**config.mk**
```make
export PLATFORM = sky130hd
export DESIGN_NAME = rx_debug_top
export DESIGN_NICKNAME = d
export VERILOG_FILES = /design/src/common/dbg_pkg.sv /design/src/rtl/rx_debug_top.sv /design/src/prbs/prbs_checker.sv /design/src/rtl/dbg_regs.sv /design/src/jtag/jtag_wb_master.sv /design/src/jtag/jtag_tap.sv
export SDC_FILE = /design/constraint.sdc
export NUM_CORES = 1
export LEC_CHECK = 0
export BUFFER_PORTS_ARGS = -buffer_cell sky130_fd_sc_hd__buf_4
export CORE_ASPECT_RATIO = 0.75
export CORE_MARGIN = 2
export CORE_UTILIZATION = 60
export CTS_BUF_LIST = sky130_fd_sc_hd__clkbuf_4 sky130_fd_sc_hd__clkbuf_8 sky130_fd_sc_hd__clkbuf_16
export DETAILED_ROUTE_END_ITERATION = 6
export PLACE_DENSITY = 0.77
export SLEW_MARGIN = 40
export SYNTH_ARGS = -nofsm -noshare
export SYNTH_HDL_FRONTEND = slang
export SYNTH_SLANG_ARGS = --single-unit
```
**constraint.sdc**
```tcl
create_clock -name clk_i -period 5.7 [get_ports clk_i]
set_input_delay 0.285 -clock clk_i [delete_from_list [all_inputs] [get_ports clk_i]]
set_output_delay 0.285 -clock clk_i [all_outputs]
set_load 0.1 [all_outputs]
```
**src/common/dbg_pkg.sv**
```systemverilog
package dbg_pkg;

	// IEEE 1149.1 controller states, classic 4-bit encoding
	typedef enum logic [3:0] {
		exit2_dr         = 4'h0,
		exit1_dr         = 4'h1,
		shift_dr         = 4'h2,
		pause_dr         = 4'h3,
		select_ir        = 4'h4,
		update_dr        = 4'h5,
		capture_dr       = 4'h6,
		select_dr        = 4'h7,
		exit2_ir         = 4'h8,
		exit1_ir         = 4'h9,
		shift_ir         = 4'hA,
		pause_ir         = 4'hB,
		run_test_idle    = 4'hC,
		update_ir        = 4'hD,
		capture_ir       = 4'hE,
		test_logic_reset = 4'hF
	} tap_state_e;

	// Unlisted opcodes fall back to bypass
	typedef enum logic [3:0] {
		INSTR_IDCODE     = 4'd1,
		INSTR_DBG_ACCESS = 4'd8,
		INSTR_BYPASS     = 4'd15
	} jtag_instr_e;

	typedef enum logic [1:0] {
		CHK_OFF  = 2'd0,
		CHK_SEED = 2'd1,
		CHK_RUN  = 2'd2
	} prbs_mode_e;

	localparam int IR_LEN       = 4;
	localparam logic [31:0] IDCODE_VALUE = 32'h1D0C_0A5B;

	// Access DR: {data, addr, we}
	localparam int ACC_DR_LEN   = 41;
	localparam int ACC_WE_BIT   = 0;
	localparam int ACC_ADR_LSB  = 1;
	localparam int ACC_DAT_LSB  = 9;

	localparam int REG_ADDR_W   = 8;
	localparam int REG_DATA_W   = 32;
	localparam int GAIN_W       = 8;

	localparam logic [REG_ADDR_W-1:0] ADDR_CTRL    = 8'd0;
	localparam logic [REG_ADDR_W-1:0] ADDR_SEED    = 8'd1;
	localparam logic [REG_ADDR_W-1:0] ADDR_GAIN    = 8'd2;
	localparam logic [REG_ADDR_W-1:0] ADDR_TOTAL   = 8'd3;
	localparam logic [REG_ADDR_W-1:0] ADDR_CORRECT = 8'd4;
	localparam logic [REG_ADDR_W-1:0] ADDR_SCRATCH = 8'd5;

	// x^7 + x^6 + 1
	localparam int PRBS_LEN     = 7;

endpackage
```
**src/rtl/rx_debug_top.sv**
```systemverilog
`timescale 1ns/100ps

module rx_debug_top import dbg_pkg::*; (
	input  logic              clk_i,
	input  logic              rst_n_i,
	input  logic              tck_i,
	input  logic              tms_i,
	input  logic              tdi_i,
	input  logic              trst_n_i,
	output logic              tdo_o,
	input  logic              rx_bit_i,
	input  logic              rx_valid_i,
	output logic [GAIN_W-1:0] ki_o,
	output logic [GAIN_W-1:0] kp_o
);
	logic [ACC_DR_LEN-1:0] acc_cmd;
	logic acc_go;
	logic [REG_DATA_W-1:0] acc_rdata;
	logic acc_done;
	logic wb_cyc;
	logic wb_stb;
	logic wb_we;
	logic [REG_ADDR_W-1:0] wb_adr;
	logic [REG_DATA_W-1:0] wb_dat_w;
	logic [REG_DATA_W-1:0] wb_dat_r;
	logic wb_ack;
	prbs_mode_e chk_mode;
	logic [PRBS_LEN-1:0] chk_seed;
	logic chk_seed_wr;
	logic [REG_DATA_W-1:0] total_cnt;
	logic [REG_DATA_W-1:0] correct_cnt;

	jtag_tap i_tap (
		.clk_i(clk_i), .rst_n_i(rst_n_i),
		.tck_i(tck_i), .tms_i(tms_i), .tdi_i(tdi_i), .trst_n_i(trst_n_i),
		.acc_rdata_i(acc_rdata), .acc_done_i(acc_done),
		.tdo_o(tdo_o), .acc_cmd_o(acc_cmd), .acc_go_o(acc_go)
	);

	jtag_wb_master i_master (
		.clk_i(clk_i), .rst_n_i(rst_n_i),
		.acc_cmd_i(acc_cmd), .acc_go_i(acc_go),
		.wb_dat_i(wb_dat_r), .wb_ack_i(wb_ack),
		.acc_rdata_o(acc_rdata), .acc_done_o(acc_done),
		.wb_cyc_o(wb_cyc), .wb_stb_o(wb_stb), .wb_we_o(wb_we),
		.wb_adr_o(wb_adr), .wb_dat_o(wb_dat_w)
	);

	dbg_regs i_regs (
		.clk_i(clk_i), .rst_n_i(rst_n_i),
		.wb_cyc_i(wb_cyc), .wb_stb_i(wb_stb), .wb_we_i(wb_we),
		.wb_adr_i(wb_adr), .wb_dat_i(wb_dat_w),
		.total_cnt_i(total_cnt), .correct_cnt_i(correct_cnt),
		.wb_dat_o(wb_dat_r), .wb_ack_o(wb_ack),
		.mode_o(chk_mode), .seed_o(chk_seed), .seed_wr_o(chk_seed_wr),
		.ki_o(ki_o), .kp_o(kp_o)
	);

	prbs_checker i_checker (
		.clk_i(clk_i), .rst_n_i(rst_n_i),
		.mode_i(chk_mode), .seed_i(chk_seed), .seed_wr_i(chk_seed_wr),
		.rx_bit_i(rx_bit_i), .rx_valid_i(rx_valid_i),
		.total_cnt_o(total_cnt), .correct_cnt_o(correct_cnt)
	);

endmodule

```
**src/prbs/prbs_checker.sv**
```systemverilog
`timescale 1ns/100ps

module prbs_checker import dbg_pkg::*; (
	input  logic                  clk_i,
	input  logic                  rst_n_i,
	input  prbs_mode_e            mode_i,
	input  logic [PRBS_LEN-1:0]   seed_i,
	input  logic                  seed_wr_i,
	input  logic                  rx_bit_i,
	input  logic                  rx_valid_i,
	output logic [REG_DATA_W-1:0] total_cnt_o,
	output logic [REG_DATA_W-1:0] correct_cnt_o
);
	logic [PRBS_LEN-1:0] lfsr_q;
	logic pred_bit;
	logic check;
	logic match;

	// Taps 7 and 6 of the polynomial
	assign pred_bit = lfsr_q[PRBS_LEN-1] ^ lfsr_q[PRBS_LEN-2];
	assign check    = (mode_i == CHK_RUN) && rx_valid_i;
	assign match    = (rx_bit_i == pred_bit);

	// Self-feeding LFSR so a bit error does not corrupt later predictions
	always_ff @(posedge clk_i) begin
		if (!rst_n_i) begin
			lfsr_q <= '1;
		end else if (seed_wr_i) begin
			lfsr_q <= seed_i;
		end else if (check) begin
			lfsr_q <= {lfsr_q[PRBS_LEN-2:0], pred_bit};
		end
	end

	always_ff @(posedge clk_i) begin
		if (!rst_n_i) begin
			total_cnt_o   <= '0;
			correct_cnt_o <= '0;
		end else if (seed_wr_i) begin
			total_cnt_o   <= '0;
			correct_cnt_o <= '0;
		end else if (check) begin
			total_cnt_o <= total_cnt_o + 1'b1;
			if (match) begin
				correct_cnt_o <= correct_cnt_o + 1'b1;
			end
		end
	end

	correct_le_total: assert property (@(posedge clk_i) disable iff (!rst_n_i)
		correct_cnt_o <= total_cnt_o);

endmodule

```
**src/rtl/dbg_regs.sv**
```systemverilog
`timescale 1ns/100ps

module dbg_regs import dbg_pkg::*; (
	input  logic                  clk_i,
	input  logic                  rst_n_i,
	input  logic                  wb_cyc_i,
	input  logic                  wb_stb_i,
	input  logic                  wb_we_i,
	input  logic [REG_ADDR_W-1:0] wb_adr_i,
	input  logic [REG_DATA_W-1:0] wb_dat_i,
	input  logic [REG_DATA_W-1:0] total_cnt_i,
	input  logic [REG_DATA_W-1:0] correct_cnt_i,
	output logic [REG_DATA_W-1:0] wb_dat_o,
	output logic                  wb_ack_o,
	output prbs_mode_e            mode_o,
	output logic [PRBS_LEN-1:0]   seed_o,
	output logic                  seed_wr_o,
	output logic [GAIN_W-1:0]     ki_o,
	output logic [GAIN_W-1:0]     kp_o
);
	logic access;
	logic [REG_DATA_W-1:0] scratch_q;

	// First cycle of stb only, ack ends the transfer
	assign access = wb_cyc_i && wb_stb_i && !wb_ack_o;

	always_ff @(posedge clk_i) begin
		if (!rst_n_i) begin
			wb_ack_o  <= 1'b0;
			mode_o    <= CHK_OFF;
			seed_o    <= '0;
			seed_wr_o <= 1'b0;
			ki_o      <= '0;
			kp_o      <= '0;
			scratch_q <= '0;
		end else begin
			wb_ack_o  <= access;
			seed_wr_o <= 1'b0;
			if (access && wb_we_i) begin
				case (wb_adr_i)
					ADDR_CTRL: begin
						mode_o <= prbs_mode_e'(wb_dat_i[1:0]);
					end
					ADDR_SEED: begin
						seed_o    <= wb_dat_i[PRBS_LEN-1:0];
						seed_wr_o <= 1'b1;
					end
					ADDR_GAIN: begin
						ki_o <= wb_dat_i[GAIN_W-1:0];
						kp_o <= wb_dat_i[2*GAIN_W-1:GAIN_W];
					end
					ADDR_SCRATCH: begin
						scratch_q <= wb_dat_i;
					end
					default: ;
				endcase
			end
		end
	end

	// Counters are sampled live, so a read sees them at the ack cycle
	always_comb begin
		case (wb_adr_i)
			ADDR_CTRL:    wb_dat_o = REG_DATA_W'(mode_o);
			ADDR_SEED:    wb_dat_o = REG_DATA_W'(seed_o);
			ADDR_GAIN:    wb_dat_o = REG_DATA_W'({kp_o, ki_o});
			ADDR_TOTAL:   wb_dat_o = total_cnt_i;
			ADDR_CORRECT: wb_dat_o = correct_cnt_i;
			ADDR_SCRATCH: wb_dat_o = scratch_q;
			default:      wb_dat_o = '0;
		endcase
	end

	ack_with_stb: assert property (@(posedge clk_i) disable iff (!rst_n_i)
		wb_ack_o |-> wb_stb_i);

endmodule

```
**src/jtag/jtag_wb_master.sv**
```systemverilog
`timescale 1ns/100ps

module jtag_wb_master import dbg_pkg::*; (
	input  logic                  clk_i,
	input  logic                  rst_n_i,
	input  logic [ACC_DR_LEN-1:0] acc_cmd_i,
	input  logic                  acc_go_i,
	input  logic [REG_DATA_W-1:0] wb_dat_i,
	input  logic                  wb_ack_i,
	output logic [REG_DATA_W-1:0] acc_rdata_o,
	output logic                  acc_done_o,
	output logic                  wb_cyc_o,
	output logic                  wb_stb_o,
	output logic                  wb_we_o,
	output logic [REG_ADDR_W-1:0] wb_adr_o,
	output logic [REG_DATA_W-1:0] wb_dat_o
);
	logic start;

	// New commands are dropped while a cycle is open
	assign start = acc_go_i && !wb_cyc_o;

	always_ff @(posedge clk_i) begin
		if (!rst_n_i) begin
			wb_cyc_o   <= 1'b0;
			wb_stb_o   <= 1'b0;
			acc_done_o <= 1'b1;
		end else if (wb_cyc_o) begin
			if (wb_ack_i) begin
				wb_cyc_o   <= 1'b0;
				wb_stb_o   <= 1'b0;
				acc_done_o <= 1'b1;
			end
		end else if (start) begin
			wb_cyc_o   <= 1'b1;
			wb_stb_o   <= 1'b1;
			acc_done_o <= 1'b0;
		end
	end

	always_ff @(posedge clk_i) begin
		if (start) begin
			wb_we_o  <= acc_cmd_i[ACC_WE_BIT];
			wb_adr_o <= acc_cmd_i[ACC_ADR_LSB +: REG_ADDR_W];
			wb_dat_o <= acc_cmd_i[ACC_DAT_LSB +: REG_DATA_W];
		end
	end

	// Writes leave the last read word in place
	always_ff @(posedge clk_i) begin
		if (wb_cyc_o && wb_ack_i && !wb_we_o) begin
			acc_rdata_o <= wb_dat_i;
		end
	end

	stb_in_cyc: assert property (@(posedge clk_i) disable iff (!rst_n_i)
		wb_stb_o |-> wb_cyc_o);

	req_stable: assert property (@(posedge clk_i) disable iff (!rst_n_i)
		wb_stb_o && !wb_ack_i |=> $stable(wb_adr_o) && $stable(wb_dat_o) && $stable(wb_we_o));

endmodule

```
**src/jtag/jtag_tap.sv**
```systemverilog
`timescale 1ns/100ps

module jtag_tap import dbg_pkg::*; (
	input  logic                  clk_i,
	input  logic                  rst_n_i,
	input  logic                  tck_i,
	input  logic                  tms_i,
	input  logic                  tdi_i,
	input  logic                  trst_n_i,
	input  logic [REG_DATA_W-1:0] acc_rdata_i,
	input  logic                  acc_done_i,
	output logic                  tdo_o,
	output logic [ACC_DR_LEN-1:0] acc_cmd_o,
	output logic                  acc_go_o
);
	logic [1:0] tck_sync;
	logic [1:0] tms_sync;
	logic [1:0] tdi_sync;
	logic [1:0] trst_sync;
	logic tck_prev;
	logic tck_rise;
	logic tck_fall;
	logic tap_rst;
	tap_state_e state_q;
	tap_state_e state_d;
	logic [IR_LEN-1:0] ir_sr;
	logic [IR_LEN-1:0] ir_q;
	logic [31:0] idcode_sr;
	logic bypass_sr;
	logic [ACC_DR_LEN-1:0] acc_sr;
	logic dr_tdo;

	// Pins are oversampled by clk
	always_ff @(posedge clk_i) begin
		if (!rst_n_i) begin
			tck_sync  <= '0;
			tms_sync  <= '1;
			tdi_sync  <= '0;
			trst_sync <= '1;
			tck_prev  <= 1'b0;
		end else begin
			tck_sync  <= {tck_sync[0], tck_i};
			tms_sync  <= {tms_sync[0], tms_i};
			tdi_sync  <= {tdi_sync[0], tdi_i};
			trst_sync <= {trst_sync[0], trst_n_i};
			tck_prev  <= tck_sync[1];
		end
	end

	assign tck_rise = tck_sync[1] & ~tck_prev;
	assign tck_fall = ~tck_sync[1] & tck_prev;
	assign tap_rst  = !rst_n_i || !trst_sync[1];

	always_comb begin
		case (state_q)
			test_logic_reset: state_d = tms_sync[1] ? test_logic_reset : run_test_idle;
			run_test_idle:    state_d = tms_sync[1] ? select_dr : run_test_idle;
			select_dr:        state_d = tms_sync[1] ? select_ir : capture_dr;
			capture_dr:       state_d = tms_sync[1] ? exit1_dr : shift_dr;
			shift_dr:         state_d = tms_sync[1] ? exit1_dr : shift_dr;
			exit1_dr:         state_d = tms_sync[1] ? update_dr : pause_dr;
			pause_dr:         state_d = tms_sync[1] ? exit2_dr : pause_dr;
			exit2_dr:         state_d = tms_sync[1] ? update_dr : shift_dr;
			update_dr:        state_d = tms_sync[1] ? select_dr : run_test_idle;
			select_ir:        state_d = tms_sync[1] ? test_logic_reset : capture_ir;
			capture_ir:       state_d = tms_sync[1] ? exit1_ir : shift_ir;
			shift_ir:         state_d = tms_sync[1] ? exit1_ir : shift_ir;
			exit1_ir:         state_d = tms_sync[1] ? update_ir : pause_ir;
			pause_ir:         state_d = tms_sync[1] ? exit2_ir : pause_ir;
			exit2_ir:         state_d = tms_sync[1] ? update_ir : shift_ir;
			default:          state_d = tms_sync[1] ? select_dr : run_test_idle;
		endcase
	end

	always_ff @(posedge clk_i) begin
		if (tap_rst) begin
			state_q <= test_logic_reset;
			ir_q    <= INSTR_IDCODE;
		end else if (tck_rise) begin
			state_q <= state_d;
			if (state_q == test_logic_reset) begin
				ir_q <= INSTR_IDCODE;
			end else if (state_d == update_ir) begin
				ir_q <= ir_sr;
			end
		end
	end

	// IR capture loads the mandatory 01 pattern
	always_ff @(posedge clk_i) begin
		if (tck_rise && state_q == capture_ir) begin
			ir_sr <= IR_LEN'(1);
		end else if (tck_rise && state_q == shift_ir) begin
			ir_sr <= {tdi_sync[1], ir_sr[IR_LEN-1:1]};
		end
	end

	always_ff @(posedge clk_i) begin
		if (tck_rise && state_q == capture_dr) begin
			idcode_sr <= IDCODE_VALUE;
			bypass_sr <= 1'b0;
			acc_sr    <= {acc_rdata_i, {REG_ADDR_W{1'b0}}, acc_done_i};
		end else if (tck_rise && state_q == shift_dr) begin
			case (ir_q)
				INSTR_IDCODE:     idcode_sr <= {tdi_sync[1], idcode_sr[31:1]};
				INSTR_DBG_ACCESS: acc_sr <= {tdi_sync[1], acc_sr[ACC_DR_LEN-1:1]};
				default:          bypass_sr <= tdi_sync[1];
			endcase
		end
	end

	always_comb begin
		case (ir_q)
			INSTR_IDCODE:     dr_tdo = idcode_sr[0];
			INSTR_DBG_ACCESS: dr_tdo = acc_sr[0];
			default:          dr_tdo = bypass_sr;
		endcase
	end

	// TDO moves on the falling edge only
	always_ff @(posedge clk_i) begin
		if (!rst_n_i) begin
			tdo_o <= 1'b0;
		end else if (tck_fall) begin
			if (state_q == shift_dr) begin
				tdo_o <= dr_tdo;
			end else if (state_q == shift_ir) begin
				tdo_o <= ir_sr[0];
			end else begin
				tdo_o <= 1'b0;
			end
		end
	end

	always_ff @(posedge clk_i) begin
		if (tap_rst) begin
			acc_go_o <= 1'b0;
		end else begin
			acc_go_o <= tck_rise && state_d == update_dr && ir_q == INSTR_DBG_ACCESS;
		end
	end

	assign acc_cmd_o = acc_sr;

	go_single_pulse: assert property (@(posedge clk_i) disable iff (!rst_n_i)
		acc_go_o |=> !acc_go_o);

endmodule

```
; ---- After elaboration in Yosys (flattened, before gate mapping)
; Cells that the tools add are included.
[word_totals]
input_bits = 8
ramBits = 0
mem_bits_ro = 0
latchBits = 0
reg_bits = 303
mem_count = 0
elab_cells = 140
[op_classes]
shift = 0
n_eq_ne = 24
multipliers = 0
bitwise_logic = 7
n_mux = 34
reduce_logical = 42
add_sub_neg = 2
n_div = 0
magnitude_cmp = 0
[op_table]
columns = cell, n
row1 = 32-bit one-hot mux with 6 select lines, 1
row2 = 41-bit two-way mux, 3
row3 = "32-bit by 1-bit adder with 32-bit output, second input constant", 2
row4 = 4-bit one-hot mux with 11 select lines, 1
row5 = "4-bit == test, second input constant", 8
row6 = 2-bit AND reduction, 12
row7 = "4-bit by 3-bit == test with 1-bit output, second input constant", 4
row8 = "8-bit by 2-bit == test with 1-bit output, second input constant", 2
row9 = "8-bit by 3-bit == test with 1-bit output, second input constant", 2
row10 = 7-bit two-way mux, 2
row11 = 1-bit logical AND, 13
row12 = 1-bit two-way mux, 13
row13 = 2-bit two-way mux, 6
row14 = 3-bit two-way mux, 4
row15 = 4-bit two-way mux, 3
row16 = 2-bit nonzero test, 5
row17 = "4-bit by 1-bit == test with 1-bit output, second input constant", 2
row18 = "4-bit by 2-bit == test with 1-bit output, second input constant", 2
row19 = "8-bit by 1-bit == test with 1-bit output, second input constant", 1
row20 = 8-bit zero test, 1
row21 = 2-bit OR reduction, 4
row22 = 1-bit zero test, 5
row23 = 4-bit zero test, 1
row24 = 1-bit inverter, 4
row25 = 7 further kinds, 8

; ---- Logic depth before layout (Yosys ltp)
[depth]
depth_word = 6
ltp_mapped = 7
ltp_nobuf = 5

; ---- By module
; Synthesis repeated with hierarchy kept, for this count alone.
[unflattened]
hier_cells = 1237
area_unflattened_um2 = 12831.1
[modules_own_cells]
columns = mod, area_each_um2, seq_area_each_um2, cells_per_inst, n_inst
row1 = jtag_tap, 3824.9, 2272.2, 373, 1
row2 = prbs_checker, 3553.4, 1421.4, 412, 1
row3 = dbg_regs, 3145.5, 1181.1, 366, 1
row4 = jtag_wb_master, 2307.2, 2252.2, 86, 1

; ---- Worst setup path after synthesis
; OpenSTA, ideal clock, no wires.
[synth_path]
path_kind = register to register
from = register i_master.wb_cyc_o
to = register i_master.acc_done_o
path_slack_ns = 3.014
t_arrival_ns = 2.462
period_less_slack_ns = 2.686
path_stages_with_launch = 3
t_required_ns = 5.476
path_cell_list = dfxtp_1 -> nor2b_1 -> o21ai_0
[synth_via]
elab_chain_len = 4
[synth_lines]
columns = item, line_no
row1 = start: declaration, jtag_wb_master.sv:12  ; output logic wb_cyc_o,
row2 = start signal: assignment, jtag_wb_master.sv:25  ; wb_cyc_o <= 1'b0;
row3 = start signal: assignment, jtag_wb_master.sv:30  ; wb_cyc_o <= 1'b0;
row4 = start signal: assignment, jtag_wb_master.sv:35  ; wb_cyc_o <= 1'b1;
row5 = 1-bit zero test, jtag_wb_master.sv:21  ; assign start = acc_go_i && !wb_cyc_o;
row6 = 1-bit logical AND, jtag_wb_master.sv:21
row7 = net i_master.start, jtag_wb_master.sv:18  ; logic start;
row8 = 2-bit nonzero test (no source line), n/a
row9 = 2-bit AND reduction (no source line), n/a
row10 = end signal: assignment, jtag_wb_master.sv:27  ; acc_done_o <= 1'b1;
row11 = end signal: assignment, jtag_wb_master.sv:32  ; acc_done_o <= 1'b1;
row12 = end signal: assignment, jtag_wb_master.sv:37  ; acc_done_o <= 1'b0;
row13 = end: declaration, jtag_wb_master.sv:11  ; output logic acc_done_o,
; The timed path passes the listed nets, and every way through them passes these cells.
; A chain may end at the register's enable or synchronous reset.

; ---- Worst setup path in the final report
[layout_path]
from = register i_tap.state_q[1]
to = register i_tap.acc_sr[26] (netlist: i_tap.acc_cmd_o[26]), enable pin
[layout_via]
elab_chain_len = 4
[layout_lines]
columns = item, line_no
row1 = start: declaration, jtag_tap.sv:24  ; tap_state_e state_q;
row2 = start signal: assignment, jtag_tap.sv:77  ; state_q <= test_logic_reset;
row3 = start signal: assignment, jtag_tap.sv:80  ; state_q <= state_d;
row4 = 4-bit by 2-bit == test with 1-bit output / 4-bit by 3-bit == test with 1-bit output (equally long branches), "jtag_tap.sv:103, jtag_tap.sv:99"
row5 = "1-bit logical AND, on equally long branches", "jtag_tap.sv:103, jtag_tap.sv:99"
row6 = 2-bit nonzero test (no source line), n/a
row7 = 2-bit AND reduction (no source line) (*), n/a
row8 = end signal: assignment, jtag_tap.sv:102  ; acc_sr <= {acc_rdata_i, {REG_ADDR_W{1'b0}}, acc_done_i};
row9 = end signal: assignment, jtag_tap.sv:106  ; INSTR_DBG_ACCESS: acc_sr <= {tdi_sync[1], acc_sr[ACC_DR_LEN-1:1]};
row10 = end: declaration, jtag_tap.sv:30  ; logic [ACC_DR_LEN-1:0] acc_sr;
; Mark *: on every way between the ends. The rest lies on a longest branch, timed or not.

==> out/qor.csv <==
stage,metric,value,unit
timing,final setup TNS,0,ns
power_and_ir_drop,Pwr per Cell Area,299,nW/um2
logic_synthesis,Syn Inst Count,1244,
finish,share of layout cells above drive strength 1,0.110,
grt,first-pass GRT wire length,46800,um
clock_network,Clock Sinks,303,
timing,"Hold Violations, Final",0,
worst_setup_path,"Req. time, crit path",5.87,ns
timing,Final Max Tran Viols,0,
timing,RSZ-0062 raised after global routing,false,
grt,Tot GR Track Use,0.266,
logic_synthesis,Yosys cell types,58,
route,Routed Antenna Nets,0,
timing,FMAX,0.344,GHz
logic_synthesis,"Seq/Total Area, Yosys",0.564,
logic_synthesis,top-count cell post-synth,dfxtp_1,
route,DRT Pass-1 Iters,6,
clock_network,CTS Root Buffer Type,clkbuf_16,
finish,antenna diode count,0,
logic_synthesis,#FFs+latches synth,303,
finish,Syn-to-layout area delta,10.9,%
logic_synthesis,Netlist Area Pre-Place,12600,um2
power_and_ir_drop,VDD IR max,0.000201,V
finish,Nets,1238,
logic_synthesis,synthesized area per cell,10.2,um2
place,Buffers on Ports,24,
route,DRT iter0 DRCs,1103,
worst_setup_path,R2R setup slack,2.80,ns
worst_setup_path,CP startpoint,i_tap.state_q[1],
clock_network,"Clk Latency, worst-skew pair",0.54,ns
power_and_ir_drop,switching share of power,0.200,
place,Placer Congestion,0.817,
outcome,status,"complete, no violations",
die,core box area,20400,um2
grt,antenna violations before repair,0,
finish,fillcell total,1541,
grt,largest net degree at the start of global routing,62,
logic_synthesis,"area leader, netlist",dfxtp_1,
job,max-cap viol count,0,
power_and_ir_drop,Power Internal,3.35,mW
finish,Sequential Area,7130,um2
route,Via Count,9751,
worst_setup_path,cell at the slowest stage of the critical path,nor4b_1,
logic_synthesis,Synth top area share,0.312,
timing,Worst Clk Skew,0.0158,ns
power_and_ir_drop,Seq pwr share,0.536,
die,starting density of the core,0.618,
worst_setup_path,Worst Path Arrival,3.07,ns
clock_network,PostCTS Resize Cnt,0,
route,Final Routed Wirelength,29400,um
power_and_ir_drop,net switching power,0.837,mW
route,vias per inst,6.37,
hold_path,Worst Hold Launch,rst_n_i,
grt,number of global-route vias before repair,8678,
hold_path,worst hold path class,in -> reg,
clock_network,Max Buffers Root-to-Sink,3,
worst_setup_path,Crit Path Max Fanout,50,
logic_synthesis,Most used DFF post-synth,dfxtp_1,
logic_synthesis,Ys Warns,0,
logic_synthesis,"top cells by count, synth","dfxtp_1 (197), a21oi_1 (128), nand2_1 (127)",
timing,Final Setup Violations,0,
worst_setup_path,cells along the critical path,nor4b_1 -> and3_2 -> buf_4 -> or2_4,
worst_setup_path,Slowest Stage Delay on Critical Path,0.66,ns
logic_synthesis,"EDFF count, synth",106,
worst_setup_path,Crit Path Category,reg -> reg,
worst_setup_path,reg-to-reg startpoint,i_tap.state_q[1],
timing,Slew @ Worst Pin,0.851,ns
clock_network,CTS tree,built,
logic_synthesis,syn_nets,1254,
die,DIE WIDTH,172,um
die,Die ar.,22300,um2
worst_setup_path,Setup crit end kind,flip-flop,
worst_setup_path,CP bufs+invs,1,
power_and_ir_drop,clock power share,0.452,
grt,total gr overflow,0,
die,Ports,25,
die,row cnt,45,
clock_network,CTS buffer count,28,
worst_setup_path,critical path's top delay family,simple AND/OR/NAND/NOR gates,
die,Die Y,130,um
timing,Slew headroom,0.433,
finish,multi-input logic area,5140,um2
route,routed len/inst,19.2,um
place,DP HPWL,18200,um
clock_network,Max H-tree Level,1,
timing,Final min period,2.90,ns
logic_synthesis,"FFs w/ async S/R, synth",0,
timing,Final period util,0.509,
power_and_ir_drop,total power,4.18,mW
power_and_ir_drop,leak pwr,4.74,nW
power_and_ir_drop,Comb pwr share,0.012,
route,drt drc,0,
worst_setup_path,Startpoint Class,flip-flop,
logic_synthesis,Synth area leaders,"dfxtp_1 (31%), edfxtp_1 (25%), a21oi_1 (5.1%)",
clock_network,clk slew on worst S/H paths,0.06,ns
[power groups by stage]
stage | combinational (mW) | clock [mW] | sequential (mW)
floorplan | 0.0327 | 0 | 2.29
global placement | 0.0471 | 0 | 2.29
detailed placement | 0.0486 | 0 | 2.29
CTS | 0.0508 | 1.90 | 2.24
global route | 0.0557 | 2.00 | 2.24
finish | 0.0517 | 1.89 | 2.24
[stage by stage]
step	hold WS, ns	setup WS [ns]	std cells	utilization	instance area, um2
2_1_floorplan	0.386	3.01	1244	-	12600
3_3_place_gp	0.390	2.69	1473	0.634	13000
3_5_place_dp	0.406	2.65	1476	0.637	13000
4_1_cts	0.0580	2.65	1531	0.685	14000
5_1_grt	0.0712	2.68	1531	0.686	14000
6_report	0.0690	2.80	1531	0.686	14000
[metal layers]
metal / up-vias / global-route usage / routed length [um]
li1: 4580 / - / -
met1: 4698 / 0.415 / 13900
met2: 425 / 0.383 / 12300
met3: 48 / 0.0510 / 2580
met4: 0 / 0.0598 / 517
met5: - / 0 / 0
[layout by cell type, fill, tap and decap left out, types with 10 or more instances in the layout]
master	synthesis	final
or3_1	18	18
xor2_1	10	10
inv_1	19	18
nand3_1	94	91
o21ai_0	88	88
nand4_1	17	17
or2_2	12	11
nor2_1	36	34
a22o_1	33	33
o31ai_1	27	27
dfxtp_1	197	197
mux2i_1	62	62
nand2_1	127	126
o22ai_1	14	14
edfxtp_1	106	106
buf_4	1	38
a21oi_1	128	128
o2bb2ai_1	16	16
clkbuf_16	0	31
or4_1	31	30
and3_1	11	10
[what timing repair did]
action / 4_1_cts / 5_1_grt
buffers inserted: 0 / 0
endpoints found under the hold margin: 4 / 0
hold buffers: 4 / 0
endpoints found under the setup margin: 0 / 0
[cell families (layout without fill, tap and decap cells)]
logic type	after synthesis	after routing	share of synthesized area
and+or+nand+nor	417	417	0.175
AOI/OAI and AO/OA	324	324	0.154
DFF	303	303	0.564
buffers and inverters	111	116	0.0342
muxes	70	70	0.0580
xor gates and xnor gates	17	17	0.0129
adders and majority gates	2	2	0.00198
[registers in the layout, indices dropped and copies added (netlist names), 4 cells and up]
| register | flops |
|---|---|
| i_checker.correct_cnt_o | 32 |
| i_checker.lfsr_q | 7 |
| i_checker.total_cnt_o | 32 |
| i_master.acc_rdata_o | 32 |
| i_master.wb_adr_o | 8 |
| i_master.wb_dat_o | 32 |
| i_regs.ki_o | 8 |
| i_regs.kp_o | 8 |
| i_regs.scratch_q | 32 |
| i_regs.seed_o | 7 |
| i_tap.acc_cmd_o | 41 |
| i_tap.idcode_sr | 32 |
| i_tap.ir_q | 4 |
| i_tap.ir_sr | 4 |
| i_tap.state_q | 4 |
[cell type report]
class	count	area share
tap	282	0.0252
sequential	303	0.509
timing repair buffer	45	0.0268
multi-input combinational	830	0.367
inverter	20	0.00536
clock inverter	7	0.00250
clock buffer	44	0.0650
[final timing paths]
path | end | depth (start not counted)
hold reg to reg | i_tap.tms_sync[1] | 1
setup reg to reg | i_tap.acc_cmd_o[26] | 4
hold / removal | i_checker.lfsr_q[5] | 2
setup / recovery | i_tap.acc_cmd_o[26] | 4
Note: power is estimated with default switching activity, not from simulation.
